==> src/hw/tv_pkg.sv <==
//////////////////////////////////////////////////
// Shared types and constants of the video path
// One CLK per pixel, 260x262 frame, 192x222 picture
//////////////////////////////////////////////////

package tv_pkg;

  typedef logic [12:0] addr_t;

  localparam addr_t BGM_BASE = 13'h1000; // 512 bytes up to 0x11FF
  localparam addr_t REG_BASE = 13'h1400; // Registers 0..3

  typedef struct packed {
    addr_t      addr;
    logic [7:0] data;
  } host_req_t;

  typedef struct packed {
    logic       bm_ena;
    logic       bm_lores; // Set selects low resolution
    logic [3:0] clr_bg;
    logic [3:0] clr_fg;   // High resolution only
  } video_cfg_t;

  typedef struct packed {
    logic [8:0] row;
    logic [8:0] col;
  } beam_t;

  //////////////////////////////////////////////////
  // Frame geometry

  localparam logic [8:0] FIRST_ROW_RENDER = 9'd24;
  localparam logic [8:0] RENDER_ROWS      = 9'd222;
  localparam logic [8:0] FIRST_COL_RENDER = 9'd24;
  localparam logic [8:0] RENDER_COLS      = 9'd192;
  localparam logic [8:0] PRE_RENDER_ROWS  = 9'd2; // Rows fetched ahead of the picture

  localparam int H_TOTAL_DEF = 260;
  localparam int V_TOTAL_DEF = 262;

  typedef logic [3:0] pixel_t;
  typedef pixel_t [7:0] lb_word_t; // Leftmost pixel in bits 3:0

  typedef struct packed {
    logic       sel;  // Target row of the ping-pong pair
    logic [4:0] addr; // Tile
    lb_word_t   data;
    logic [7:0] we;   // One per pixel
  } lb_write_t;

  // {R,G,B}
  localparam logic [23:0] PALETTE [16] = '{
    24'h00009b, 24'h000000, 24'h0000ff, 24'ha100ff,
    24'h00ff00, 24'ha0ff9d, 24'h00ffff, 24'h00a100,
    24'hff0000, 24'hffa100, 24'hff00ff, 24'hffa09f,
    24'hffff00, 24'ha3a000, 24'ha1a09d, 24'hffffff
  };

  localparam pixel_t BORDER_COLOR = 4'd1; // Black

endpackage

==> src/hw/line_buffer_row.sv <==
//////////////////////////////////////////////////
// One line buffer row, 32 words of 8 pixels
// Reads are undefined while the row is selected for write
//////////////////////////////////////////////////

module line_buffer_row #(
  parameter bit ROW_ID = 1'b0
) (
  input  logic              CLK,
  input  tv_pkg::lb_write_t lb_wr,
  input  logic [4:0]        rd_addr,
  output tv_pkg::lb_word_t  rd_data
);

  tv_pkg::lb_word_t mem [32];

  logic       wr_row;
  logic [4:0] addr;
  logic [7:0] we;

  // Single address port, the fetcher owns it when selected
  assign wr_row = (lb_wr.sel == ROW_ID);
  assign addr   = wr_row ? lb_wr.addr : rd_addr;
  assign we     = wr_row ? lb_wr.we : 8'h00;

  always_ff @(posedge CLK) begin
    rd_data <= mem[addr];
    for (int i = 0; i < 8; i++) begin
      if (we[i]) begin
        mem[addr][i] <= lb_wr.data[i];
      end
    end
  end

endmodule

==> config.mk <==
export PLATFORM = sky130hd
export DESIGN_NAME = line_buffer_row
export DESIGN_NICKNAME = d
export VERILOG_FILES = /design/src/hw/tv_pkg.sv /design/src/hw/line_buffer_row.sv
export SDC_FILE = /design/constraint.sdc
export NUM_CORES = 1
export LEC_CHECK = 0
export ABC_AREA = 1
export BUFFER_PORTS_ARGS = -buffer_cell sky130_fd_sc_hd__buf_4
export CAP_MARGIN = 20
export CORE_MARGIN = 5
export CORE_UTILIZATION = 40
export DETAILED_ROUTE_END_ITERATION = 10
export GPL_ROUTABILITY_DRIVEN = 1
export PLACE_DENSITY = 0.64
export SYNTH_ARGS = -nofsm -noshare
export SYNTH_HDL_FRONTEND = slang
export SYNTH_SLANG_ARGS = --single-unit
==> constraint.sdc <==
create_clock -name CLK -period 3 [get_ports CLK]
set_input_delay 0 -clock CLK [delete_from_list [all_inputs] [get_ports CLK]]
set_output_delay 0 -clock CLK [all_outputs]
set_load 0.01 [all_outputs]
# Yosys cells after proc, flatten, opt, wreduce, memory -nomap -nowiden
# Memories as Yosys holds them, arrays and structs flattened. A register that Yosys moved wholly into a read port is not among the register bits.
# Index checks and enable logic that the tools add are counted.
# totals
register_bits,0
ramBits,1024
input_bits,52
output_inout_bits,32
elab_cells,19
mem_count,1
# classes
muxes,18
# memory_table
memory,depth,width,rd,rd_clocked_by_memory_dff,wr,line_no,text
mem,32,32,1,1,1,line_buffer_row.sv:15,tv_pkg::lb_word_t mem [32];
# op_table
operator,n
$mux W1,16
$mux W8,1
$mux W5,1

# Logic depth before layout (Yosys ltp)
# depth
ltp_word,3
mapped_depth,14
depth_no_buf,11

# Worst setup path after synthesis
# OpenSTA, ideal clock, no wires.
# synth_timing
path_kind,input-to-reg
from,input port lb_wr[45] (netlist name)
to,memory mem[1][0] (netlist name) (enable)
setup_ps,329
arrival_ps,1419
required_ps,2671
setup_slack_ps,1252
path_stages,9
path_buffers,3
cell_sequence,buf_4 inv_4 buf_2 nand2_1 o21ai_2 nor3_4 buf_4 nand2_2 nor2_1
# synth_between
elab_chain_len,3
elab_cells_between_ends,4
cone_classes,mux (4)
# synth_rtl
element,line_no,text
from (decl),line_buffer_row.sv:10,"input tv_pkg::lb_write_t lb_wr,"
$mux W8,line_buffer_row.sv:24,assign we = wr_row ? lb_wr.we : 8'h00;
$mux W1,line_buffer_row.sv:29,if (we[i]) begin
$mux W1 (implied by the code),line_buffer_row.sv:30,mem[addr][i] <= lb_wr.data[i];
to (decl),line_buffer_row.sv:15,
# Parallel ways exist; a longest one is shown, timed or not.

# Worst setup path in the final report
# layout_timing
from,input port lb_wr[45] (netlist name)
to,memory mem[6][14] (netlist name) (enable)
# Same word-level chain as after synthesis.

==> reports/metrics.cfg <==
[detailed_routing]
wl_um = 122000
drtIter0Drc = 2652
ant_nets = 0
route.detailed.drc = 0
avgViaCountPerCell = 5.07
wl_per_cell_um = 20.1
vias = 30682
first_pass_iters = 6

[global_route]
grt.total_usage = 0.204
grt_pass1_wl_um = 182000
gr-total-overflow = 0
antenna_found_initial = 1
grt_pass1_vias = 29754
grt_max_degree = 183
met1_usage = 0.272
met2_usage = 0.331
grt.met3_usage = 0.0398
busiest_layer = met2

[clocking]
max-clock-path-buffers = 3
cts_tree = built
hold_buffers = 32
clk_pin_slew_worst_paths_ps = 60
postCtsSetupBuffers = 0
cts_resized = 0
clock_latency_ps = 670
cts_htree_levels = 3
cts_sinks = 1056
cts_buffers = 106
clock-root-buffer = clkbuf_16

[place]
dpl_cell_area_mm2 = 0.0470
place_inst = 5822
hpwl_um = 70900
numPortBuffers = 83
gp_congestion = 0.836
pre_cts_slack_ps = 502

[worst_setup_path]
crit_arrival_ps = 2220
startpoint_type = input port
critPathKind = input port to register
cp-end-kind = register
cp_data_required_time_ps = 3320
r2r_start = mem[18][2]$_DFFE_PP_
startpoint = lb_wr[45]
worstPathMaxFanout = 24

[sta]
rsz0062_at_grt = false
fin_tns_setup_ps = 0
setup_ws_ps = 1100
worst_slew_margin_rel = 0.391
min_period_over_period = 0.633
hold_violations = 0
whs_ps = 208
clock_skew_ps = 19.4
worst_slew_pin_slew_ps = 914
period_minus_slack_ps = 1900
setup_viol = 0
max_clock_freq_mhz = 526
slew_violations = 0

[die]
rows = 122
fp.dieW_um = 345
ios = 84
initial_core_util = 0.403
dieHeight_um = 345
dieArea_mm2 = 0.119
fp.coreArea_mm2 = 0.111

[synthesis]
synthMuxAreaShare = 0
syn_area_per_cell_um2 = 10.1
yosys.area_share.simple = 0.273
synth_area_mm2 = 0.0448
synthesis.nets = 4476
synth_top_family_by_area = simple AND/OR/NAND/NOR gates
ys_types = 19
synth_compound_area_frac = 0.000978
yosysSeqAreaShare = 0.701
synthAdderAreaFrac = 0
synth-xor-area-share = 0
syn_inst = 4424
yosysWarnings = 0
synth.ff_latch_count = 1056

[pwr]
p_leak_uw = 0.0205
powerDensity_mw_per_mm2 = 634
ir_drop_uv = 382

[final_layout]
antennaDiodeCount = 0
fillers = 10289
mostFrequentLayoutCell = nand2_1
nets = 4526
syn_to_final_growth_pct = 13.1
final_area_mm2 = 0.0506
multiInputGateArea_mm2 = 0.0123
instances_no_fill = 6048
drive_gt1_frac = 0.0794
final_cell_mix = nand2_1, edfxtp_1, nor2_1, nand3_1, buf_4
regArea_mm2 = 0.0314

[min_path]
hold_start = lb_wr[43]
hp-class = input port to register

[flow_run]
max_cap_violations = 0

[run_status]
status = completed

## stage by stage
| stage | utilization | total power [uW] |
|---|---|---|
| after CTS | 0.456 | 32300 |
| after global routing | 0.456 | 33300 |
| after detailed placement | 0.423 | 19700 |
| final | 0.456 | 32100 |
| after global placement | 0.423 | 19700 |
| after floorplan | - | 18500 |
## registers in the layout, indices dropped and copies added, names as in the netlist
name,flops
mem,1024
rd_data,32
## worst max-delay path, stage by stage
cell and delay, ps:
buf_4 200, nand2_1 330, nand2_4 320, inv_8 130, nor2_4 270, nand2_2 470
nor2_1 480
## final cells by class
class | instances | share of cell area
Tap cell | 1488 | 0.0368
Inverter | 8 | 0.000791
Timing Repair Buffer | 191 | 0.0339
Sequential cell | 1056 | 0.620
Clock buffer | 137 | 0.0571
Clock inverter | 57 | 0.00847
Multi-Input combinational cell | 3111 | 0.243
## layer usage
layer	vias to the layer above	share of wire
li1	14618	-
met1	14667	0.41
met2	1193	0.47
met3	204	0.085
met4	0	0.039
met5	-	0
## power by group
part	total (uW)	switching, uW	internal (uW)
Clock	12600	5370	7280
Combinational	2910	2110	805
Sequential	16500	92.2	16400
## Yosys cell counts
cell type  number  share of area
o21ai_1         2        0.00022
nor3_4          7         0.0025
nor2_1        320          0.027
inv_1           4        0.00034
o21ai_2         2        0.00039
nand3_1       288          0.032
nor3_2          1        0.00022
edfxtp_1     1024           0.69
buf_4           9         0.0015
nor2_4          4         0.0010
nand2_1      2454           0.21
o21ai_4         1        0.00036
buf_1          29         0.0024
nand2_2        32         0.0045
inv_2           3        0.00025
clkbuf_1      123          0.010
inv_4           1        0.00014
buf_2          88         0.0098
dfxtp_1        32          0.014
## kinds of logic (layout without fill, tap and decap cells)
group,count (synthesis),in the layout
AOI/OAI and AO/OA,5,5
DFF,1056,1056
buffers and inverters,257,393
and+or+nand+nor,3106,3106
## final timing paths
| check | slack (ps) | endpoint | depth (start not counted) |
|---|---|---|---|
| worst max-delay path | 1100 | mem[6][14]$_DFFE_PP_ | 7 |
| worst min-delay path | 210 | rd_data[1]$_DFF_P_ | 8 |
| worst max register to register | 1710 | rd_data[2]$_DFF_P_ | 8 |
| worst min register to register | 700 | rd_data[28]$_DFF_P_ | 8 |
(Power assumes the default switching activity.)
