==> src/hw/tv_pkg.sv <==
//////////////////////////////////////////////////
// Shared types and constants of the video path
// One CLK per pixel, 260x262 frame, 192x222 picture
//////////////////////////////////////////////////

package tv_pkg;

  typedef logic [12:0] addr_t;

  localparam addr_t BGM_BASE = 13'h1000; // 512 bytes up to 0x11FF
  localparam addr_t REG_BASE = 13'h1400; // Registers 0..3

  typedef struct packed {
    addr_t      addr;
    logic [7:0] data;
  } host_req_t;

  typedef struct packed {
    logic       bm_ena;
    logic       bm_lores; // Set selects low resolution
    logic [3:0] clr_bg;
    logic [3:0] clr_fg;   // High resolution only
  } video_cfg_t;

  typedef struct packed {
    logic [8:0] row;
    logic [8:0] col;
  } beam_t;

  //////////////////////////////////////////////////
  // Frame geometry

  localparam logic [8:0] FIRST_ROW_RENDER = 9'd24;
  localparam logic [8:0] RENDER_ROWS      = 9'd222;
  localparam logic [8:0] FIRST_COL_RENDER = 9'd24;
  localparam logic [8:0] RENDER_COLS      = 9'd192;
  localparam logic [8:0] PRE_RENDER_ROWS  = 9'd2; // Rows fetched ahead of the picture

  localparam int H_TOTAL_DEF = 260;
  localparam int V_TOTAL_DEF = 262;

  typedef logic [3:0] pixel_t;
  typedef pixel_t [7:0] lb_word_t; // Leftmost pixel in bits 3:0

  typedef struct packed {
    logic       sel;  // Target row of the ping-pong pair
    logic [4:0] addr; // Tile
    lb_word_t   data;
    logic [7:0] we;   // One per pixel
  } lb_write_t;

  // {R,G,B}
  localparam logic [23:0] PALETTE [16] = '{
    24'h00009b, 24'h000000, 24'h0000ff, 24'ha100ff,
    24'h00ff00, 24'ha0ff9d, 24'h00ffff, 24'h00a100,
    24'hff0000, 24'hffa100, 24'hff00ff, 24'hffa09f,
    24'hffff00, 24'ha3a000, 24'ha1a09d, 24'hffffff
  };

  localparam pixel_t BORDER_COLOR = 4'd1; // Black

endpackage

==> src/hw/host_regs.sv <==
//////////////////////////////////////////////////
// Host write port, control registers and BGM
// Write only, one write per four-phase handshake
//////////////////////////////////////////////////

module host_regs (
  input  logic               CLK,
  input  logic               reset,
  input  logic               req,
  input  tv_pkg::host_req_t  req_data,
  output logic               ack,
  output tv_pkg::video_cfg_t cfg,
  input  logic [6:0]         bgm_raddr,
  output logic [31:0]        bgm_rdata
);

  logic        wr_stb;
  logic        sel_bgm;
  logic        sel_reg;
  logic [3:0]  bgm_be;
  logic [7:0]  regs [4];
  logic [31:0] bgm [128];

  // One strobe per request, in the cycle ack rises
  assign wr_stb = req & ~ack;

  // Anything outside both windows is acked and dropped
  assign sel_bgm = (req_data.addr[12:9] == tv_pkg::BGM_BASE[12:9]);
  assign sel_reg = (req_data.addr[12:2] == tv_pkg::REG_BASE[12:2]);

  //////////////////////////////////////////////////
  // Four-phase handshake

  always_ff @(posedge CLK) begin
    if (reset) begin
      ack <= 1'b0;
    end else if (req & ~ack) begin
      ack <= 1'b1;
    end else if (~req & ack) begin
      ack <= 1'b0;
    end
  end

  // Registers 2 and 3 are kept but drive nothing
  always_ff @(posedge CLK) begin
    if (reset) begin
      for (int i = 0; i < 4; i++) begin
        regs[i] <= 8'h00;
      end
    end else if (wr_stb & sel_reg) begin
      regs[req_data.addr[1:0]] <= req_data.data;
    end
  end

  assign cfg.bm_ena   = regs[0][0];
  assign cfg.bm_lores = regs[0][1];
  assign cfg.clr_bg   = regs[1][3:0];
  assign cfg.clr_fg   = regs[1][7:4];

  //////////////////////////////////////////////////
  // Background memory, 128 words of 4 bytes

  assign bgm_be = {3'b000, wr_stb & sel_bgm} << req_data.addr[1:0];

  always_ff @(posedge CLK) begin
    for (int i = 0; i < 4; i++) begin
      if (bgm_be[i]) begin
        bgm[req_data.addr[8:2]][i*8 +: 8] <= req_data.data;
      end
    end
    bgm_rdata <= bgm[bgm_raddr]; // Old data on a same-word collision
  end

endmodule

==> config.mk <==
export PLATFORM = sky130hd
export DESIGN_NAME = host_regs
export DESIGN_NICKNAME = d
export VERILOG_FILES = /design/src/hw/tv_pkg.sv /design/src/hw/host_regs.sv
export SDC_FILE = /design/constraint.sdc
export NUM_CORES = 2
export LEC_CHECK = 0
export ABC_AREA = 1
export BUFFER_PORTS_ARGS = -buffer_cell sky130_fd_sc_hd__buf_2
export CAP_MARGIN = 25
export CORE_AREA = 3 3 695 697
export CTS_CLUSTER_SIZE = 12
export DETAILED_ROUTE_END_ITERATION = 8
export DIE_AREA = 0 0 698 700
export PLACE_DENSITY = 0.53
export SLEW_MARGIN = 5
export SYNTH_ARGS = -nofsm -noshare
export SYNTH_HDL_FRONTEND = slang
export SYNTH_MEMORY_MAX_BITS = 65536
export SYNTH_SLANG_ARGS = --single-unit
==> constraint.sdc <==
create_clock -name CLK -period 2.5 [get_ports CLK]
set_input_delay 0.375 -clock CLK [delete_from_list [all_inputs] [get_ports CLK]]
set_output_delay 0.375 -clock CLK [all_outputs]
set_load 0.01 [all_outputs]
# Word level (Yosys, flattened, before mapping)
# Memory sizes are Yosys's and may differ from the RTL's. A register that Yosys moved wholly into a read port is not among the register bits.
# Cells that the tools add are included.
[op_classes] n_bitwise=6 eq_ne=2 n_reduce_logical=2 mux=18 n_shift=1
[ops] op="$mux 1" count=16
[ops] op="$eq 11x11->1 const B" count=1
[ops] op="$mux 8" count=1
[ops] op="$reduce_or 8->1" count=1
[ops] op="$and 1x1->1" count=4
[ops] op="$eq 4x4->1 const B" count=1
[ops] op="$shl 1x2->4" count=1
[ops] op="$mux 2" count=1
[ops] op="$not 1->1" count=2
[ops] op="$reduce_bool 2->1" count=1
[totals] ramBits=4128 elab_cells=32 memories=2 regBits=1 output_inout_bits=43
[memory_table] name="bgm" depth=128 width=32 read_ports=1 rd_clocked_by_memory_dff=1 write_ports=1 line_no="host_regs.sv:22" rtl="logic [31:0] bgm [128];"
[memory_table] name="regs" depth=4 width=8 read_ports=2 rd_clocked_by_memory_dff=0 write_ports=4 line_no="host_regs.sv:21" rtl="logic [7:0] regs [4];"

# Longest topological paths before layout
[depth] depth_word=8 depth_mapped=13 ltp_nobuf=9

# Worst setup path after synthesis
# Ideal clock, no wire load.
[synth_timing] path_kind="flip-flop to flip-flop" from="reg ack" to="mem bgm[103][0], enable pin" stages_incl_launch_ff=9 t_required_ps=2130 n_path_buf=2 slack_ps=523 setup_time_ps=370 period_less_slack_ps=1977 arrival_time_ps=1607 path_cell_list="dfxtp_1 -> inv_1 -> ha_1 -> nand3_1 -> inv_1 -> nand4_1 -> clkbuf_1 -> clkbuf_1 -> nor2_1"
[synth_via] elab_chain_cells=6
[synth_rtl] element="start, declared" line_no="host_regs.sv:11" rtl="output logic ack,"
[synth_rtl] element="start signal, assigned" line_no="host_regs.sv:36" rtl="ack <= 1'b0;"
[synth_rtl] element="start signal, assigned" line_no="host_regs.sv:38" rtl="ack <= 1'b1;"
[synth_rtl] element="start signal, assigned" line_no="host_regs.sv:40" rtl="ack <= 1'b0;"
[synth_rtl] element="$not 1->1" line_no="host_regs.sv:25" rtl="assign wr_stb = req & ~ack;"
[synth_rtl] element="$and 1x1->1" line_no="host_regs.sv:25"
[synth_rtl] element="named net wr_stb" line_no="host_regs.sv:17" rtl="logic wr_stb;"
[synth_rtl] element="$and 1x1->1" line_no="host_regs.sv:63" rtl="assign bgm_be = {3'b000, wr_stb & sel_bgm} << req_data.addr[1:0];"
[synth_rtl] element="$shl 1x2->4" line_no="host_regs.sv:63"
[synth_rtl] element="$mux 1" line_no="host_regs.sv:67" rtl="if (bgm_be[i]) begin"
[synth_rtl] element="$mux 1 (implied by the code)" line_no="host_regs.sv:68" rtl="bgm[req_data.addr[8:2]][i*8 +: 8] <= req_data.data;"
[synth_rtl] element="end, declared" line_no="host_regs.sv:22"
# The timed path passes the listed nets, and every way through them passes these cells.

# Final worst setup path
[layout_timing] from="reg ack" to="mem bgm[48][30], enable pin"
# The elaborated chain is that of the path after synthesis.

==> qor.yml <==
clockBufferDepth: 4
rr_startpoint: "ack"
required_ns: 3.09
die_y_um: 700
ys.flop_type: "edfxtp_1"
postPlaceCellArea_sq_um: 187000
yosys.area.top_type: "edfxtp_1"
clockRootBuffer: "clkbuf_16"
synth_warnings: 0
pwr-share-comb_pct: 7.1
peakVddDrop_uv: 527
vias: 114000
ys_seq_area_share_pct: 74.2
yosysTopAreaCellShare_pct: 73.8
drcViolationCount: 0
intPower_mw: 112
syn_area_sq_um: 167000
vias_per_cell: 5.21
setup_ws_ns: -0.0594
globalplace.congestion: 0.876
final_nets: 15100
hpwlAfterDp_um: 354000
drv_slew: 0
grt_usage_pct: 21.2
min_period_ns: 2.56
cts-buffers-inserted: 419
grt_pass1_vias: 109000
synth-seq-cells: 4139
rows: 254
worstSetupStartpoint: "ack"
cts_setup_buffers: 0
place_ws_ns: -0.894
crit_path_start_kind: "flop"
io_buffers: 73
fin_tns_setup_ns: -0.403
grt_antenna_before_repair: 24
maxSlewHeadroom_pct: 22.7
drive_above_1_share_pct: 14.2
start_util_pct: 35.0
syn2layout_area_growth_pct: 19.3
grt_max_degree: 129
switching_share_pct: 22.9
max_freq_mhz: 391
drv_cap: 0
min_path_type: "primary input to flop"
finalWirelength_um: 532000
min-delay-start: "req_data[20]"
whs_ns: 0.102
final_cell_area_sq_um: 199000
synth_fp_nets: 14000
synth_area_leaders: "edfxtp_1, nand3_1, nand2_1, buf_2, nor2_1"
report.final.setup_viol: 8
cts_sinks: 4139
worst_pin_slew_ns: 1.16
synthArstFlopShare_pct: 0
endpoint_kind: "flop"
grt_overflow: 0
violations: "negative setup slack"
synth_edf_count: 4106
status: "finished with violations"
powerDensity_nw_per_um2: 731
clk_pin_slew_worst_paths_ns: 0.06
avgSynthCellArea_sq_um: 11.9
rsz0062_at_grt: "true"
cts_tree: "done"
total_leakage_power_nw: 70.7
htree_levels: 5
core_area_sq_um: 478000
fillers: 44500
synth_most_common_cell: "nand2_1"
drt_iter0_markers: 12900
first_pass_iters: 8
clock_skew_ns: 0.0366
crit_fanout: 31
power_frac_clock_pct: 40.4
critPathKind: "flop to flop"
clock_latency_ns: 0.99
fin_crit_sh_pct: 102
drtAntennaViolNets: 0
pwr-share-seq_pct: 52.5
wl_per_cell_um: 24.4
die_w_um: 698
total_power_mw: 146
p_switching_mw: 33.4
die_area_sq_um: 489000
grt_pass1_wl_um: 772000
final_hold_viol_count: 0
num_io_pins: 74
synthTopCellsByCount: "nand2_1, edfxtp_1, nand3_1, buf_2, nor2_1"
cp.arrival_ns: 3.15
netlist_instances: 14000
synth_cell_type_count: 20
-- power by group through the flow --
stage	registers, mW	logic (mW)	clock network, mW
6_report	76.5	10.4	58.8
2_1_floorplan	77.9	4.48	0
4_1_cts	76.5	10.4	59.8
3_3_place_gp	78.0	10.3	0
3_5_place_dp	78.0	10.4	0
5_1_grt	76.5	11.1	62.5
-- through the flow --
step | util [%] | cells
3_5_place_dp | 39.1 | 21100
6_report | 41.7 | 21800
3_3_place_gp | 39.1 | 21100
2_1_floorplan | - | 14000
5_1_grt | 41.7 | 21800
4_1_cts | 41.7 | 21800
-- placed cells by master (no fill, tap or decap), types with 26 or more instances in the layout --
cell,n
buf_12,311
nand2_1,4268
nand3_1,4034
clkbuf_16,427
dfxtp_1,26
nor2_1,538
clkinv_2,39
clkinv_1,54
buf_2,59
clkbuf_8,31
edfxtp_1,4106
clkbuf_1,149
buf_4,1261
-- flip-flops by register name, indices dropped and copies added (netlist names) --
register,cells
bgm,4096
regs,10
bgm_rdata,32
ack,1
-- path summary, 6_finish.rpt --
| path | to | slack (ns) | cells after the start |
|---|---|---|---|
| hold reg to reg | bgm_rdata[20] | 0.85 | 8 |
| setup / recovery | bgm[48][30] | -0.06 | 7 |
| hold / removal | regs[1][1] | 0.10 | 6 |
| setup reg to reg | bgm[48][30] | -0.06 | 7 |
-- layer usage --
| metal | part of all wire [%] | GRT usage, % | wire length [um] |
|---|---|---|---|
| met1 | 44 | 30.5 | 233000 |
| met4 | 2.8 | 5.68 | 14700 |
| met3 | 7.3 | 3.12 | 39000 |
| met5 | 0.0024 | 0 | 13 |
| met2 | 46 | 33.5 | 245000 |
-- critical path, stage by stage (launching register included) --
cell and delay [ns]:
dfxtp_1 0.31, inv_1 0.07, ha_1 0.16, nand3_1 0.10, inv_1 0.12, nand4_1 0.14
buf_12 0.22, nor2_1 0.94
-- timing repair --
item | 4_1_cts | 5_1_grt
setup endpoints to repair | 7 | 32
hold buffers | 14 | 0
endpoints found under the hold margin | 403 | 0
resized for setup | 7 | 0
-- cell type report --
type,instances,area (sq um),share of cell area [%]
flip-flops and latches,4139,124000,62.2
diodes,15,37.5,0.0188
repair buffers,1657,16300,8.18
well taps,6400,8010,4.02
clock inverters,114,797,0.400
inverters,28,150,0.0753
clock buffers,607,11700,5.85
multi-input cells,8857,38400,19.3
-- cell families after synthesis --
logic type	count (synthesis)	share of synthesized area (%)
DFF	4139	74.2
and+or+nand+nor	8854	22.9
buffers and inverters	992	2.85
AOI/OAI and AO/OA	2	0.00598
adders and majority gates	1	0.00749
(Power assumes the default switching activity.)
