<file path="config.mk">
export PLATFORM = sky130hd
export DESIGN_NAME = video_timing
export DESIGN_NICKNAME = d
export VERILOG_FILES = /design/src/hw/tv_pkg.sv /design/src/hw/video_timing.sv
export SDC_FILE = /design/constraint.sdc
export NUM_CORES = 1
export LEC_CHECK = 0
export ABC_AREA = 0
export BUFFER_PORTS_ARGS = -buffer_cell sky130_fd_sc_hd__buf_2
export CORE_ASPECT_RATIO = 1.4
export CORE_MARGIN = 1.5
export CORE_UTILIZATION = 35
export CTS_CLUSTER_DIAMETER = 40
export DETAILED_ROUTE_END_ITERATION = 8
export GPL_ROUTABILITY_DRIVEN = 0
export HOLD_SLACK_MARGIN = 0.02
export PLACE_DENSITY_LB_ADDON = 0.1
export SLEW_MARGIN = 40
export SYNTH_ARGS = -nofsm -noshare
export SYNTH_HDL_FRONTEND = slang
export SYNTH_SLANG_ARGS = --single-unit
</file>
<file path="constraint.sdc">
create_clock -name CLK -period 4 [get_ports CLK]
set_input_delay 0.2 -clock CLK [delete_from_list [all_inputs] [get_ports CLK]]
set_output_delay 0.2 -clock CLK [all_outputs]
set_load 0.02 [all_outputs]
</file>
<file path="src/hw/tv_pkg.sv">
//////////////////////////////////////////////////
// Shared types and constants of the video path
// One CLK per pixel, 260x262 frame, 192x222 picture
//////////////////////////////////////////////////

package tv_pkg;

  typedef logic [12:0] addr_t;

  localparam addr_t BGM_BASE = 13'h1000; // 512 bytes up to 0x11FF
  localparam addr_t REG_BASE = 13'h1400; // Registers 0..3

  typedef struct packed {
    addr_t      addr;
    logic [7:0] data;
  } host_req_t;

  typedef struct packed {
    logic       bm_ena;
    logic       bm_lores; // Set selects low resolution
    logic [3:0] clr_bg;
    logic [3:0] clr_fg;   // High resolution only
  } video_cfg_t;

  typedef struct packed {
    logic [8:0] row;
    logic [8:0] col;
  } beam_t;

  //////////////////////////////////////////////////
  // Frame geometry

  localparam logic [8:0] FIRST_ROW_RENDER = 9'd24;
  localparam logic [8:0] RENDER_ROWS      = 9'd222;
  localparam logic [8:0] FIRST_COL_RENDER = 9'd24;
  localparam logic [8:0] RENDER_COLS      = 9'd192;
  localparam logic [8:0] PRE_RENDER_ROWS  = 9'd2; // Rows fetched ahead of the picture

  localparam int H_TOTAL_DEF = 260;
  localparam int V_TOTAL_DEF = 262;

  typedef logic [3:0] pixel_t;
  typedef pixel_t [7:0] lb_word_t; // Leftmost pixel in bits 3:0

  typedef struct packed {
    logic       sel;  // Target row of the ping-pong pair
    logic [4:0] addr; // Tile
    lb_word_t   data;
    logic [7:0] we;   // One per pixel
  } lb_write_t;

  // {R,G,B}
  localparam logic [23:0] PALETTE [16] = '{
    24'h00009b, 24'h000000, 24'h0000ff, 24'ha100ff,
    24'h00ff00, 24'ha0ff9d, 24'h00ffff, 24'h00a100,
    24'hff0000, 24'hffa100, 24'hff00ff, 24'hffa09f,
    24'hffff00, 24'ha3a000, 24'ha1a09d, 24'hffffff
  };

  localparam pixel_t BORDER_COLOR = 4'd1; // Black

endpackage

</file>
<file path="src/hw/video_timing.sv">
//////////////////////////////////////////////////
// Free-running beam counter and sync generation
// Sync outputs lag the beam by two cycles
//////////////////////////////////////////////////

module video_timing #(
  parameter int H_TOTAL = tv_pkg::H_TOTAL_DEF,
  parameter int V_TOTAL = tv_pkg::V_TOTAL_DEF
) (
  input  logic          CLK,
  input  logic          reset,
  output tv_pkg::beam_t beam,
  output logic          fetch_line,
  output logic          lb_rd_sel,
  output logic          de,
  output logic          hs,
  output logic          vs,
  output logic          vbl
);

  localparam logic [8:0] COL_LAST = 9'(H_TOTAL - 1);
  localparam logic [8:0] ROW_LAST = 9'(V_TOTAL - 1);
  localparam logic [8:0] HS_START = 9'(H_TOTAL - 4);
  localparam logic [8:0] VS_START = 9'(V_TOTAL - 6);

  typedef struct packed {
    logic de;
    logic hs;
    logic vs;
    logic vbl;
  } sync_t;

  logic [8:0] row;
  logic [8:0] col;
  logic       render_row;
  logic       pre_render_row;
  logic       render_col;
  sync_t      sync_now;
  sync_t      sync_d1;
  sync_t      sync_d2;

  always_ff @(posedge CLK) begin
    if (reset) begin
      row <= 9'd0;
      col <= 9'd0;
    end else if (col == COL_LAST) begin
      col <= 9'd0;
      row <= (row == ROW_LAST) ? 9'd0 : row + 9'd1;
    end else begin
      col <= col + 9'd1;
    end
  end

  assign render_row = (row >= tv_pkg::FIRST_ROW_RENDER) &
                      (row < tv_pkg::FIRST_ROW_RENDER + tv_pkg::RENDER_ROWS);
  assign pre_render_row = (row >= tv_pkg::FIRST_ROW_RENDER - tv_pkg::PRE_RENDER_ROWS) &
                          (row < tv_pkg::FIRST_ROW_RENDER);
  assign render_col = (col >= tv_pkg::FIRST_COL_RENDER) &
                      (col < tv_pkg::FIRST_COL_RENDER + tv_pkg::RENDER_COLS);

  assign beam.row   = row;
  assign beam.col   = col;
  assign fetch_line = (col == 9'd0) & (pre_render_row | render_row); // Next line's data
  assign lb_rd_sel  = row[0];

  assign sync_now.de  = render_row & render_col;
  assign sync_now.hs  = (col >= HS_START) | (col <= 9'd15);
  assign sync_now.vs  = (row >= VS_START) | (row <= 9'd2);
  assign sync_now.vbl = ~render_row;

  // Two stages to match buffer read and palette
  always_ff @(posedge CLK) begin
    if (reset) begin
      sync_d1 <= '0;
      sync_d2 <= '0;
    end else begin
      sync_d1 <= sync_now;
      sync_d2 <= sync_d1;
    end
  end

  assign de  = sync_d2.de;
  assign hs  = sync_d2.hs;
  assign vs  = sync_d2.vs;
  assign vbl = sync_d2.vbl;

endmodule

</file>
# After elaboration in Yosys (flattened, before gate mapping)
# Index checks and enable logic that the tools add are counted.
[op_classes] n_addsub=2 n_lt_le_gt_ge=10 n_div=0 multipliers=0 bitwise=9 n_reduce_logical=2 shift=0 muxes=1 eq_ne=2
[op_table] cell=">= comparator 9 x 5 -> 1 bit (second input constant)" count=3
[op_table] cell="adder 9 x 1 -> 9 bit (second input constant)" count=2
[op_table] cell="equality test 9 bit (second input constant)" count=2
[op_table] cell=">= comparator 9 bit (second input constant)" count=2
[op_table] cell="less-than comparator 9 x 8 -> 1 bit (second input constant)" count=2
[op_table] cell="<= comparator 9 x 2 -> 1 bit (second input constant)" count=1
[op_table] cell="<= comparator 9 x 4 -> 1 bit (second input constant)" count=1
[op_table] cell="logical NOT 9 bit" count=1
[op_table] cell="less-than comparator 9 x 5 -> 1 bit (second input constant)" count=1
[op_table] cell="2-to-1 mux 9 bit" count=1
[op_table] cell="AND 1 bit" count=5
[op_table] cell="OR 1 bit" count=3
[op_table] cell="OR reduction 2 bit" count=1
[op_table] cell="inverter 1 bit" count=1
[totals] mem_bits_rw=0 wordCells=36 latchBits=0 rom_bits=0 inputBits=2 output_inout_bits=24 n_memories=0 reg_bits=26

# Logic depth before layout (Yosys ltp)
[depth] word_depth=4 mapped_depth=7 mapped_depth_nobuf=6

# Worst setup path after synthesis
# OpenSTA, ideal clock, no wires.
[synth_path] path_kind="reg-to-output" from="register row[5]" to="output fetch_line" required_time_ns=3.800 arrival_ns=2.207 setup_slack_ns=1.593 path_buffers=0 stages_incl_launch_ff=5 cell_sequence="dfxtp_1 -> or3_1 -> a31oi_1 -> nor3b_1 -> a2111oi_0"
[synth_via] elab_chain_cells=4 word_cells_on_any_way=8 cone_classes="order compare: 4; bitwise: 4"
[synth_lines] item="start: declaration" line_no="video_timing.sv:33" text="logic [8:0] row;"
[synth_lines] item="start signal: assignment" line_no="video_timing.sv:48" text="row <= (row == ROW_LAST) ? 9'd0 : row + 9'd1;"
[synth_lines] item=">= comparator 9 x 5 -> 1 bit (tied with other cells)" line_no="video_timing.sv:56" text="assign pre_render_row = (row >= tv_pkg::FIRST_ROW_RENDER - tv_pkg::PRE_RENDER_ROWS) &"
[synth_lines] item="AND 1 bit (on tied branches)" line_no="video_timing.sv:56, video_timing.sv:54"
[synth_lines] item="OR 1 bit (*)" line_no="video_timing.sv:63" text="assign fetch_line = (col == 9'd0) & (pre_render_row | render_row);"
[synth_lines] item="AND 1 bit (*)" line_no="video_timing.sv:63"
[synth_lines] item="end: declaration" line_no="video_timing.sv:13" text="output logic fetch_line,"
# Mark *: on every way between the ends. The rest lies on a longest branch, timed or not.

# Final worst setup path
# Same ends and word-level chain as after synthesis.

==> impl_metrics.csv <==
group,metric,value,unit
clock_network,postCtsHoldBufs,0,
placement,io_buffer_count,25,
power_and_ir_drop,powerDensity,359,nW/um^2
placement,dp_hpwl,1.87,mm
synth,synthAdderAreaFrac,0.0410,
detailed_routing,drt-pass1-iter-count,4,
synth,synth-compound-area-share,0.0728,
worst_setup_path,critPathCaptureType,"primary output",
power_and_ir_drop,p_comb_frac,0.050,
worst_setup_path,critPathBufInv,1,
synth,syn_area,1220,um^2
cells_and_area,drive_gt1_frac,0.204,
min_path,hold_class,"in2reg",
clock_network,cts_num_sinks,26,
grt,grt_max_degree,16,
sta,fin_crit,2330,ps
clock_network,path_clk_slew,90,ps
sta,relSlewSlack,0.635,
placement,dpl_cell_area,1360,um^2
sta,tightest_slew,534,ps
synth,seq_area_frac_synth,0.427,
power_and_ir_drop,leakage,0.595,nW
clock_network,post-cts-setup-buffers,0,
floorplanning,num_rows,25,
detailed_routing,route.antenna.remaining_nets,0,
flow_run,drv_cap,0,
sta,fin_tns_setup,0,ps
sta,achievable-frequency,429,MHz
sta,fin_skew,6.36,ps
power_and_ir_drop,intPower,0.000408,W
synth,synth.area.mux_share,0,
grt,overflow,0,
worst_setup_path,cp-startpoint,"row[5]$_SDFFE_PP0P_",
power_and_ir_drop,ir_worst_vdd,0.219,mV
worst_setup_path,crit_slowest_cell,"a2111oi_0",
clock_network,clkLatencyLatePin,270,ps
power_and_ir_drop,p_total,0.000512,W
synth,synth_cells,142,
synth,ys_seq_elements,26,
floorplanning,top_level_ports,26,
floorplanning,start_util,0.364,
synth,syn_nets,148,
sta,slew_violations,0,
worst_setup_path,max_stage_delay,520,ps
sta,hold_viol,0,
worst_setup_path,reg2reg_to,"row[6]$_SDFFE_PP0P_",
detailed_routing,drc_errors,0,
grt,grt_pass1_wl,4.04,mm
synth,async_flop_share,0,
clock_network,ctsResizeCount,0,
detailed_routing,via_count,993,
worst_setup_path,endpoint,"fetch_line",
clock_network,numCtsBuffers,3,
grt,antenna_found_initial,0,
synth,syn_area_per_cell,8.59,um^2
worst_setup_path,rr_worst_depth,4,
power_and_ir_drop,switchingPower,0.000104,W
worst_setup_path,reg2reg_from,"col[5]$_SDFF_PP0_",
power_and_ir_drop,seqPwrFrac,0.524,
synth,synthSimpleGateAreaFrac,0.308,
sta,setup_viol,0,
cells_and_area,synthToLayoutAreaGrowth,16.9,%
synth,synth-edff-count,0,
worst_setup_path,r2r_setup_slack,1990,ps
clock_network,cts_tree,"built",
worst_setup_path,crit_cells,5,
clock_network,h-tree-depth,1,
cells_and_area,nets,169,
floorplanning,die_y,72.9,um
outcome,outcome,"complete, no violations",
synth,yosys_most_used_dff,"dfxtp_1",
floorplanning,die_x,52.9,um
worst_setup_path,path_delay_family,"compound AO/OA/AOI/OAI gates",
worst_setup_path,critPathRequiredTime,3800,ps
detailed_routing,via_per_inst,4.92,
clock_network,ctsRootBufferMaster,"clkbuf_8",
synth,synth_top_family_by_area,"simple AND/OR/NAND/NOR gates",
floorplanning,die_area,3850,um^2
cells_and_area,fill_cells,349,
worst_setup_path,cp_max_fo,7,
detailed_routing,routedWlPerCell,12.4,um
cells_and_area,fin_area,1430,um^2
detailed_routing,dr.first_iter.drc_count,10,
clock_network,clock_tree.buffer_depth,2,
grt,grt_pass1_vias,881,
sta,period_share,0.583,
cells_and_area,antenna_cells,0,
worst_setup_path,critPathKind,"reg2out",
floorplanning,core,3350,um^2
power_and_ir_drop,clock_power_share,0.426,
power_and_ir_drop,switching_share,0.202,
worst_setup_path,cp.arrival,2130,ps
synth,synth.distinct_cells,35,
synth,synth-xor-area-share,0.101,
sta,rsz0062_at_grt,"false",
detailed_routing,detail_route.wirelength,2.50,mm
synth,ys_warn_count,0,
grt,grt_usage,0.143,
worst_setup_path,path_cells,"or3_1 -> a31oi_1 -> nor3b_1 -> a2111oi_0 -> buf_2",
worst_setup_path,cp-start-kind,"flip-flop",
[per-stage QoR]
stage | hold slack (ps) | std cells | setup slack (ps) | utilization
2_1_floorplan | 414 | 142 | 1590 | -
4_1_cts | 230 | 202 | 1650 | 0.426
5_1_grt | 243 | 202 | 1590 | 0.426
3_5_place_dp | 431 | 198 | 1970 | 0.405
3_3_place_gp | 418 | 198 | 1960 | 0.405
6_report | 230 | 202 | 1670 | 0.426
[cell usage after synthesis (2+ instances only)]
cell type / n / area share
clkbuf_1: 6 / 0.018
nor2b_1: 4 / 0.021
a21oi_1: 6 / 0.025
dfxtp_1: 26 / 0.43
inv_1: 6 / 0.018
and3_1: 2 / 0.010
xor2_1: 3 / 0.022
or3_1: 2 / 0.010
nand3_1: 8 / 0.033
nand4_1: 2 / 0.010
ha_1: 4 / 0.041
a21o_1: 2 / 0.012
xnor2_1: 11 / 0.079
nor3_1: 7 / 0.029
nor4_1: 5 / 0.026
nand2_1: 9 / 0.028
buf_2: 2 / 0.0082
nor2_1: 20 / 0.062
[registers in the layout, indices dropped and copies added, names as in the netlist]
signal / cells
hs: 1
de: 1
sync_d1: 4
vs: 1
col: 9
vbl: 1
row: 9
[kinds of logic (layout without fill, tap and decap cells)]
logic type | after synthesis | count (layout)
xor+xnor | 14 | 14
buf+inv | 15 | 35
compound gates | 13 | 13
simple gates | 70 | 70
flops | 26 | 26
fa+ha+maj | 4 | 4
[layer usage]
metal | global-route usage | up-vias | part of all wire
li1 | - | 520 | -
met1 | 0.172 | 450 | 0.44
met2 | 0.236 | 17 | 0.51
met3 | 0.0246 | 6 | 0.026
met4 | 0.0769 | 0 | 0.024
met5 | 0 | - | 0
[cell type report]
class                   instances  area [um^2]  area share
clock buffers                   3         41.3      0.0289
repair buffers                 25          125      0.0877
inverters                       6         22.5      0.0158
flip-flops and latches         26          520       0.365
well taps                      40         50.0      0.0351
clock inverters                 1         30.0      0.0211
multi-input cells             101          637       0.446
[layout by cell type (no fill, tap or decap), drive strengths merged, types with 4 or more instances in the layout]
cell,count
dfxtp,26
buf,25
nor2,20
xnor2,11
nand2,9
nand3,8
nor3,7
inv,6
a21oi,6
nor4,6
nor2b,4
ha,4
[worst register-to-register path: cells and delay by family (launching register included)]
kind          cells  cell delay (ps)
simple gates      3             1420
flops             1              370
xor+xnor          1              130
[power by group through the flow]
stage               Clock, W  Sequential [W]  Combinational (W)
global placement           0        0.000274          0.0000258
floorplan                  0        0.000279          0.0000133
CTS                 0.000227        0.000269          0.0000261
finish              0.000218        0.000268          0.0000255
global route        0.000234        0.000269          0.0000286
detailed placement         0        0.000275          0.0000260
[worst min-delay path by stage]
stage                     depth (start not counted)                  end  slack (ps)                   from
after global placement                            1        hs$_SDFF_PP0_         420  sync_d1[2]$_SDFF_PP0_
after floorplan                                   1        de$_SDFF_PP0_         410  sync_d1[3]$_SDFF_PP0_
final                                             2  row[0]$_SDFFE_PP0P_         230                  reset
after CTS                                         2  row[0]$_SDFFE_PP0P_         230                  reset
after detailed placement                          1        de$_SDFF_PP0_         430  sync_d1[3]$_SDFF_PP0_
after global routing                              2  row[0]$_SDFFE_PP0P_         240                  reset
Power figures use the tool's default switching activity.
