### config.mk
export PLATFORM = sky130hd
export DESIGN_NAME = pixel_scanout
export DESIGN_NICKNAME = d
export VERILOG_FILES = /design/src/hw/tv_pkg.sv /design/src/hw/pixel_scanout.sv
export SDC_FILE = /design/constraint.sdc
export NUM_CORES = 1
export LEC_CHECK = 0
export BUFFER_PORTS_ARGS = -buffer_cell sky130_fd_sc_hd__buf_4
export CAP_MARGIN = 10
export CORE_ASPECT_RATIO = 1.2
export CORE_UTILIZATION = 40
export DETAILED_ROUTE_END_ITERATION = 6
export HOLD_SLACK_MARGIN = 0.08
export PLACE_DENSITY = 0.81
export SLEW_MARGIN = 10
export SYNTH_ARGS = -nofsm -noshare
export SYNTH_HDL_FRONTEND = slang
export SYNTH_SLANG_ARGS = --single-unit
### constraint.sdc
create_clock -name CLK -period 3.9 [get_ports CLK]
set_input_delay 0.78 -clock CLK [delete_from_list [all_inputs] [get_ports CLK]]
set_output_delay 0.78 -clock CLK [all_outputs]
set_load 0.05 [all_outputs]
### src/hw/tv_pkg.sv
//////////////////////////////////////////////////
// Shared types and constants of the video path
// One CLK per pixel, 260x262 frame, 192x222 picture
//////////////////////////////////////////////////

package tv_pkg;

  typedef logic [12:0] addr_t;

  localparam addr_t BGM_BASE = 13'h1000; // 512 bytes up to 0x11FF
  localparam addr_t REG_BASE = 13'h1400; // Registers 0..3

  typedef struct packed {
    addr_t      addr;
    logic [7:0] data;
  } host_req_t;

  typedef struct packed {
    logic       bm_ena;
    logic       bm_lores; // Set selects low resolution
    logic [3:0] clr_bg;
    logic [3:0] clr_fg;   // High resolution only
  } video_cfg_t;

  typedef struct packed {
    logic [8:0] row;
    logic [8:0] col;
  } beam_t;

  //////////////////////////////////////////////////
  // Frame geometry

  localparam logic [8:0] FIRST_ROW_RENDER = 9'd24;
  localparam logic [8:0] RENDER_ROWS      = 9'd222;
  localparam logic [8:0] FIRST_COL_RENDER = 9'd24;
  localparam logic [8:0] RENDER_COLS      = 9'd192;
  localparam logic [8:0] PRE_RENDER_ROWS  = 9'd2; // Rows fetched ahead of the picture

  localparam int H_TOTAL_DEF = 260;
  localparam int V_TOTAL_DEF = 262;

  typedef logic [3:0] pixel_t;
  typedef pixel_t [7:0] lb_word_t; // Leftmost pixel in bits 3:0

  typedef struct packed {
    logic       sel;  // Target row of the ping-pong pair
    logic [4:0] addr; // Tile
    lb_word_t   data;
    logic [7:0] we;   // One per pixel
  } lb_write_t;

  // {R,G,B}
  localparam logic [23:0] PALETTE [16] = '{
    24'h00009b, 24'h000000, 24'h0000ff, 24'ha100ff,
    24'h00ff00, 24'ha0ff9d, 24'h00ffff, 24'h00a100,
    24'hff0000, 24'hffa100, 24'hff00ff, 24'hffa09f,
    24'hffff00, 24'ha3a000, 24'ha1a09d, 24'hffffff
  };

  localparam pixel_t BORDER_COLOR = 4'd1; // Black

endpackage

### src/hw/pixel_scanout.sv
//////////////////////////////////////////////////
// Line buffer readout, border and palette
// RGB lags the beam by two cycles
//////////////////////////////////////////////////

module pixel_scanout (
  input  logic                   CLK,
  input  logic                   reset,
  input  tv_pkg::beam_t          beam,
  input  logic                   lb_rd_sel,
  input  tv_pkg::lb_word_t [1:0] row_data,
  output logic [4:0]             rd_addr,
  output logic [23:0]            rgb
);

  logic           render_px;
  logic           render_d;
  logic           sel_d;
  logic [2:0]     off_d;
  tv_pkg::pixel_t pix;

  assign render_px = (beam.row >= tv_pkg::FIRST_ROW_RENDER) &
                     (beam.row < tv_pkg::FIRST_ROW_RENDER + tv_pkg::RENDER_ROWS) &
                     (beam.col >= tv_pkg::FIRST_COL_RENDER) &
                     (beam.col < tv_pkg::FIRST_COL_RENDER + tv_pkg::RENDER_COLS);

  assign rd_addr = beam.col[7:3]; // Tile under the beam

  // Align with the registered buffer read
  always_ff @(posedge CLK) begin
    if (reset) begin
      render_d <= 1'b0;
    end else begin
      render_d <= render_px;
    end
    sel_d <= lb_rd_sel;
    off_d <= beam.col[2:0];
  end

  assign pix = render_d ? row_data[sel_d][off_d] : tv_pkg::BORDER_COLOR;

  always_ff @(posedge CLK) begin
    if (reset) begin
      rgb <= 24'h000000;
    end else begin
      rgb <= tv_pkg::PALETTE[pix];
    end
  end

endmodule

### Word-level counts from Yosys, hierarchy flattened

Memory sizes are Yosys's and may differ from the RTL's. A register that Yosys moved wholly into a read port is not among the register bits.
Cells that the tools add are included.

* memories kept: 1
* output and inout port bits: 29
* bits of input ports: 85
* word-level logic and storage cells: 19
* ROM bits: 384
* register bits after elaboration: 5

* bitwise operators: 4
* muxes and demuxes: 5
* $lt $le $gt $ge: 6

Memories
* (name not given): words 16, width 24, read ports 1, clocked after memory_dff 1, wr ports 0, RTL line pixel_scanout.sv:46 `rgb <= tv_pkg::PALETTE[pix];`

Operator list (count)
* $mux W32: 2
* $ge A9 B5 Y1 const B: 2
* $lt A9 B8 Y1 const B: 2
* $bmux W4 S3: 1
* $mux W4: 2
* $not A4 Y5: 1
* $lt A3 B4 Y1 const B: 1
* $and A1 B1 Y1: 3
* $lt A1 B2 Y1 const B: 1

### Depth between registers and ports, before layout

Gate-level depths: netlist of run 1.

* depth in word-level cells: 6
* gate-level depth with buffers: 12
* mapped depth without buffers: 10

### Worst setup path after synthesis of run 1

No wires, ideal clock.

* path type: in2reg
* start point: in row_data[36] in the netlist's numbering
* end point: reg rgb[6]
* path slack: 1050 ps
* setup time: 134 ps
* arrival time: 2716 ps
* stages on the path: 10
* buffers on the path: 0
* cells stage by stage: mux4_2 nor2b_1 a211oi_1 a21oi_1 nor2_1 inv_1 ha_1 inv_1 nor3_1 or4_1

* word-level cells in the longest chain between the ends: 6

RTL lines
* start, declared: RTL line pixel_scanout.sv:11 `input tv_pkg::lb_word_t [1:0] row_data,`
* $mux W32 (not written as such) (2 in a row): RTL line pixel_scanout.sv:40 `assign pix = render_d ? row_data[sel_d][off_d] : tv_pkg::BORDER_COLOR;`
* $bmux W4 S3: RTL line pixel_scanout.sv:40
* $mux W4 (not written as such): RTL line pixel_scanout.sv:40
* $mux W4: RTL line pixel_scanout.sv:40
* $not A4 Y5 (not written as such): RTL line pixel_scanout.sv:46
* end, declared: RTL line pixel_scanout.sv:13 `output logic [23:0] rgb`

No other way between the ends. The select of a mux whose other input is x is not followed.
A chain may end at the register's enable or synchronous reset.

### Final worst setup path of run 1

* start point: reg sel_d
* end point: reg rgb[6]

* word-level cells in the longest chain between the ends: 6

RTL lines
* start, declared: RTL line pixel_scanout.sv:18 `logic sel_d;`
* start signal, assigned: RTL line pixel_scanout.sv:36 `sel_d <= lb_rd_sel;`
* $mux W32 (not written as such) (2 in a row): RTL line pixel_scanout.sv:40
* $bmux W4 S3: RTL line pixel_scanout.sv:40
* $mux W4 (not written as such): RTL line pixel_scanout.sv:40
* $mux W4: RTL line pixel_scanout.sv:40
* $not A4 Y5 (not written as such): RTL line pixel_scanout.sv:46

No other way between the ends. The select of a mux whose other input is x is not followed.

==> impl_metrics.env, run 1 <==
export IMPL_synth_mux_area_share_pct=26.9
export IMPL_nets=336
export IMPL_cp_data_required_time_ps=4020
export IMPL_vias=1516
export IMPL_rr_startpoint="sel_d$_DFF_P_"
export IMPL_grt_pass1_wl_um=6160
export IMPL_crit_type="reg -> reg"
export IMPL_place_area_um2=2140
export IMPL_num_rows=23
export IMPL_antenna_found_initial=0
export IMPL_clkTransAtPathRegs_ps=60
export IMPL_grt_start_max_net_pins=17
export IMPL_dp_cells=278
export IMPL_stdcell_count=282
export IMPL_hp_class="in -> reg"
export IMPL_dr_pass1_iters=6
export IMPL_postCtsHoldBufs=0
export IMPL_outcome="finished, violations left"
export IMPL_cap_violations=0
export IMPL_seq_area_um2=320
export IMPL_wl_um=4110
export IMPL_hold_viol=0
export IMPL_yosysTopAreaCell="dfxtp_1"
export IMPL_timing_fmax_mhz=323
export IMPL_layout_drive_gt1_share_pct=51.8
export IMPL_cts_tree="done"
export IMPL_peakVddDrop_mv=0.133
export IMPL_maxSlewHeadroom_pct=67.4
export IMPL_syn_nets=244
export IMPL_routabilityCongestion=0.833
export IMPL_slew_violations=0
export IMPL_grt_overflow_total=0
export IMPL_end_kind="register"
export IMPL_yosysTopAreaCellShare_pct=22.2
export IMPL_synth_seq_cells=16
export IMPL_io_pins=114
export IMPL_leakage_nw=1.09
export IMPL_postCtsSetupRepairBufs=0
export IMPL_multiInputGateArea_um2=895
export IMPL_hpwl_um=3470
export IMPL_final_antenna_net_count=0
export IMPL_fin_worst_skew_ps=3.05
export IMPL_syn2layout_area_growth_pct=51.7
export IMPL_wire_per_inst_um=14.6
export IMPL_synth_compound_area_share_pct=19.5
export IMPL_seq_area_frac_synth_pct=22.2
export IMPL_finalCritPeriodShare_pct=79.5
export IMPL_synth_avg_cell_area_um2=9.38
export IMPL_cp_common_cell="inv_1"
export IMPL_initial_core_util_pct=42.5
export IMPL_synthAdderAreaFrac_pct=4.33
export IMPL_final_cell_mix="buf_4 (113), mux2i_1 (19), dfxtp_1 (16), nand2_1 (14), a21oi_1 (9)"
export IMPL_netlist_instances=154
export IMPL_root_buffer="clkbuf_8"
export IMPL_crit_path_start="sel_d$_DFF_P_"
export IMPL_io_buffers=112
export IMPL_hold_start="lb_rd_sel"
export IMPL_drc_errors=16
export IMPL_fillers=298
export IMPL_critPathSlowestCell="dfxtp_1"
export IMPL_yosys_area_share_simple_pct=11.2
export IMPL_clock_latency_ps=250
export IMPL_design_area_um2=2190
export IMPL_dpl_worst_slack_ps=618
export IMPL_crit_fanout=9
export IMPL_final_common_cell="buf_4"
export IMPL_setup_viol=0
export IMPL_grtUsageTotal_pct=20.8
export IMPL_core_um2=3400
export IMPL_die_area_um2=3850
export IMPL_clockBufferDepth=2
export IMPL_numCtsBuffers=3
export IMPL_worst_slew_pin_slew_ps=489
export IMPL_die_h_um=67.8
export IMPL_synth_xor_area_share_pct=0
export IMPL_max_stage_delay_ps=630
export IMPL_post_cts_resized=0
export IMPL_violations="DRC"
export IMPL_power_per_cell_area_nw_per_um2=243
export IMPL_worst_slack_ps=800
export IMPL_synth_top_cells_by_area="dfxtp_1 (22%), mux2i_1 (13%), buf_4 (9.4%)"
export IMPL_cts_sinks=16
export IMPL_drt_iter0_drc=75
export IMPL_setup_tns_ps=0
export IMPL_critPathLaunchType="register"
export IMPL_die_w_um=56.8
export IMPL_antenna_cells=0
export IMPL_grt_pass1_vias=1455
export IMPL_netlist_area_um2=1440
export IMPL_rsz0062_at_grt="no"
export IMPL_synth_top_family_by_area="multiplexers"
export IMPL_cp_cell_sequence="mux4_2, nor2b_1, a211oi_1, a21oi_1, nor2_1, inv_1, ha_1, inv_1, nor3_1, or4_1"
export IMPL_arrival_ps=3220
export IMPL_fin_crit_ps=3100
export IMPL_htree_levels=1
export IMPL_ys_types=34
export IMPL_yosysWarnings=0
export IMPL_via_per_inst=5.38
==> where the power goes <==
part           internal [mW]  switching [mW]  total (mW)
Combinational          0.105          0.0982       0.203
Clock                 0.0897          0.0599       0.150
Sequential             0.170         0.00981       0.180
Total                  0.365           0.168       0.533
==> flip-flops by register name, summed over array words and instances (netlist names) <==
name	count
rgb	11
render_d	1
off_d	3
sel_d	1
==> critical path: cells and delay by family (launching register included) <==
family | cells | cell delay [ps]
fa+ha+maj | 1 | 230
mux | 1 | 570
buf+inv | 2 | 250
compound gates | 2 | 280
simple gates | 4 | 1000
flops | 1 | 630
==> synth_stat cells (all sizes together) <==
cell / count
mux4: 8
and2: 2
mux2i: 19
or4: 1
a211oi: 3
a21o: 2
o41a: 1
nor2: 7
o22ai: 2
o21ai: 5
buf: 26
a2111oi: 3
nor3: 4
o31ai: 1
nor2b: 3
a22o: 1
nand2: 14
inv: 7
nand4: 3
o22a: 1
nand3: 1
a21oi: 9
a22oi: 6
a41oi: 1
dfxtp: 16
a32o: 2
ha: 5
mux2: 1
==> worst paths after layout <==
path	cells past startpoint	endpoint	slack, ps
worst min-delay path	1	sel_d$_DFF_P_	620
worst max register to register	10	rgb[6]$_SDFF_PP0_	800
worst max-delay path	10	rgb[6]$_SDFF_PP0_	800
worst min register to register	2	rgb[8]$_SDFF_PP0_	650
==> cell type report <==
class                           instances  area share, %
Sequential cell                        16           14.6
Multi-Input combinational cell        105           40.8
Inverter                                7           1.20
Timing Repair Buffer                  113           38.7
Clock buffer                            4           2.51
Tap cell                               37           2.11
==> stage by stage <==
step | power [mW] | utilization, % | hold WS [ps]
detailed placement | 0.388 | 62.9 | 627
CTS | 0.542 | 64.5 | 614
global route | 0.562 | 64.5 | 612
finish | 0.533 | 64.5 | 622
floorplan | 0.307 | - | 598
global placement | 0.383 | 62.9 | 627
==> cells by family after synthesis <==
logic type | count (synthesis)
AOI/OAI and AO/OA | 37
adders and majority gates | 5
buffers and inverters | 33
DFF | 16
muxes | 28
and+or+nand+nor | 35
==> per-layer routing <==
layer | share of wire (%) | vias to the layer above | GRT usage [%] | wire length [um]
li1 | - | 741 | - | -
met1 | 33 | 696 | 21.0 | 1380
met2 | 58 | 72 | 42.4 | 2380
met3 | 7.1 | 7 | 3.21 | 290
met4 | 1.4 | 0 | 8.54 | 59
met5 | 0 | - | 0 | 0
(Power assumes the default switching activity.)
==> inputs of run 2 (changes only) <==
Settings changed: ABC_AREA set to 1, CORE_UTILIZATION 40 to 37, PLACE_DENSITY 0.81 to 0.76.
Clock period 3.9 ns to 2.8 ns, I/O delays scaled along.
==> impl_metrics.env, run 2 <==
export IMPL_outcome="finished clean"
export IMPL_num_rows=25
export IMPL_max_stage_delay_ps=620
export IMPL_drc_errors=0
export IMPL_post_cts_resized=0
export IMPL_synth_common_cells="nand2_1 (94), nand3_1 (39), inv_1 (36)"
export IMPL_wire_per_inst_um=10.6
export IMPL_clockBufferDepth=2
export IMPL_power_per_cell_area_nw_per_um2=294
export IMPL_cp_data_required_time_ps=2930
export IMPL_slew_violations=0
export IMPL_syn_nets=365
export IMPL_maxSlewHeadroom_pct=67.5
export IMPL_grtUsageTotal_pct=18.5
export IMPL_nets=455
export IMPL_synth_main_ff_cell="dfxtp_1"
export IMPL_synth_mux_area_share_pct=0
export IMPL_numCtsBuffers=3
export IMPL_final_cell_mix="buf_4 (115), nand2_1 (94), nand3_1 (39), inv_1 (36)"
export IMPL_antenna_found_initial=0
export IMPL_clock_latency_ps=240
export IMPL_seq_area_um2=320
export IMPL_core_um2=4070
export IMPL_yosys_area_share_simple_pct=44.6
export IMPL_critPathSlowestCell="dfxtp_1"
export IMPL_seq_area_frac_synth_pct=19.9
export IMPL_postCtsSetupRepairBufs=0
export IMPL_critPathTopFamily="simple AND/OR/NAND/NOR gates"
export IMPL_grt_pass1_vias=1692
export IMPL_dr_pass1_iters=4
export IMPL_critPathLaunchType="register"
export IMPL_final_antenna_net_count=0
export IMPL_postCtsHoldBufs=0
export IMPL_largest_reg_flops=11
export IMPL_cp_common_cell="nand3_1"
export IMPL_netlist_instances=275
export IMPL_setup_viol=0
export IMPL_synth_avg_cell_area_um2=5.86
export IMPL_wl_um=4400
export IMPL_hp_class="in -> reg"
export IMPL_yosysTopAreaCell="nand2_1"
export IMPL_worst_slew_pin_slew_ps=487
export IMPL_via_per_inst=4.62
export IMPL_htree_levels=1
export IMPL_peakVddDrop_mv=0.177
export IMPL_root_buffer="clkbuf_8"
export IMPL_layout_drive_gt1_share_pct=36.4
export IMPL_io_pins=114
export IMPL_final_common_cell="buf_4"
export IMPL_crit_type="reg -> reg"
export IMPL_yosysTopAreaCellShare_pct=21.9
export IMPL_cp_cell_sequence="inv_6, nor2_1, nor2_1, o21ai_0, o211ai_1, nand3_1, nand3_1, inv_1, ha_1, inv_1, nand3_1, nand2_1, a21oi_1"
export IMPL_cap_violations=0
export IMPL_antenna_cells=0
export IMPL_finalCritPeriodShare_pct=83.2
export IMPL_grt_pass1_wl_um=7040
export IMPL_place_area_um2=2310
export IMPL_grt_overflow_total=0
export IMPL_largest_register="rgb"
export IMPL_die_area_um2=4620
export IMPL_crit_fanout=31
export IMPL_grt_start_max_net_pins=32
export IMPL_netlist_area_um2=1610
export IMPL_synth_compound_area_share_pct=7.69
export IMPL_timing_fmax_mhz=429
export IMPL_clkTransAtPathRegs_ps=50
export IMPL_routabilityCongestion=0.849
export IMPL_synth_seq_cells=16
export IMPL_yosysMostFrequentCell="nand2_1"
export IMPL_synth_edff_count=0
export IMPL_io_buffers=112
export IMPL_leakage_nw=1.41
export IMPL_design_area_um2=2350
export IMPL_setup_tns_ps=0
export IMPL_synth_top_cells_by_area="nand2_1 (22%), dfxtp_1 (20%), nand3_1 (12%)"
export IMPL_hold_viol=0
export IMPL_cp_buffers_inverters=3
export IMPL_multiInputGateArea_um2=905
export IMPL_cts_sinks=16
export IMPL_vias=1927
export IMPL_fillers=424
export IMPL_end_kind="register"
export IMPL_die_w_um=62.2
export IMPL_die_h_um=74.3
export IMPL_synth_xor_area_share_pct=0
export IMPL_synth_async_reset_ratio_pct=0
export IMPL_arrival_ps=2460
export IMPL_rsz0062_at_grt="no"
export IMPL_drt_iter0_drc=80
export IMPL_initial_core_util_pct=39.6
export IMPL_synth_top_family_by_area="simple AND/OR/NAND/NOR gates"
export IMPL_largest_registers="rgb: 11 flops, off_d: 3 flops"
export IMPL_cts_tree="done"
export IMPL_hpwl_um=3500
export IMPL_fin_worst_skew_ps=1.19
export IMPL_ys_types=25
export IMPL_yosysWarnings=0
export IMPL_fin_crit_ps=2330
export IMPL_synthAdderAreaFrac_pct=3.88
export IMPL_syn2layout_area_growth_pct=46.0
-- run 2: cell count changes after synthesis, moves of 4 or more --
cell and delta:
nor2_1 +9, nand2_1 +80, inv_1 +29, a22oi_1 -6, nand3_1 +38, a21oi_1 -6, mux4_2 -6, o21ai_0 +5
mux2i_1 -19, nand2_2 +4
-- run 2: path summary, 6_finish.rpt --
kind | startpoint | endpoint | slack, ps | cells after the start
hold reg to reg | render_d$_SDFF_PP0_ | rgb[8]$_SDFF_PP0_ | 680 | 2
hold / removal | beam[1] | off_d[1]$_DFF_P_ | 420 | 1
setup / recovery | sel_d$_DFF_P_ | rgb[8]$_SDFF_PP0_ | 470 | 13
setup reg to reg | sel_d$_DFF_P_ | rgb[8]$_SDFF_PP0_ | 470 | 13
-- run 2: per-stage QoR --
| step | hold WS (ps) | power (mW) | std cells | setup slack [ps] | util, % |
|---|---|---|---|---|---|
| 6_report | 420 | 0.691 | 417 | 471 | 57.8 |
| 5_1_grt | 410 | 0.735 | 417 | 258 | 57.8 |
| 4_1_cts | 414 | 0.698 | 417 | 480 | 57.8 |
| 3_5_place_dp | 666 | 0.536 | 414 | 484 | 56.8 |
| 3_3_place_gp | 665 | 0.532 | 414 | 555 | 56.8 |
| 2_1_floorplan | 588 | 0.424 | 275 | 892 | - |
-- run 2: kinds of logic (layout without fill, tap and decap cells) --
logic type                 count (synthesis)  count (layout)
and+or+nand+nor                          164             164
buffers and inverters                     70             158
DFF                                       16              16
adders and majority gates                  5               5
AOI/OAI and AO/OA                         20              20
-- run 2: routing by layer --
layer  track usage [%]  wire length (um)  share of wire (%)
met3              4.60               252                5.7
met5                 0                 0                  0
met4              2.33                33               0.75
met2              36.9              2230                 51
met1              20.3              1890                 43
-- run 2: final cells by class --
class	count	share of cell area, %
timing repair buffer	115	36.7
multi-input combinational	189	38.5
inverter	40	6.60
tap	54	2.87
sequential	16	13.6
clock buffer	3	1.76
-- run 2: report_power, final --
group	leakage, nW	internal, mW	switching [mW]
sequential	0.131	0.236	0.0131
combinational	1.26	0.134	0.148
clock	0.0216	0.0950	0.0649
total	1.41	0.465	0.226
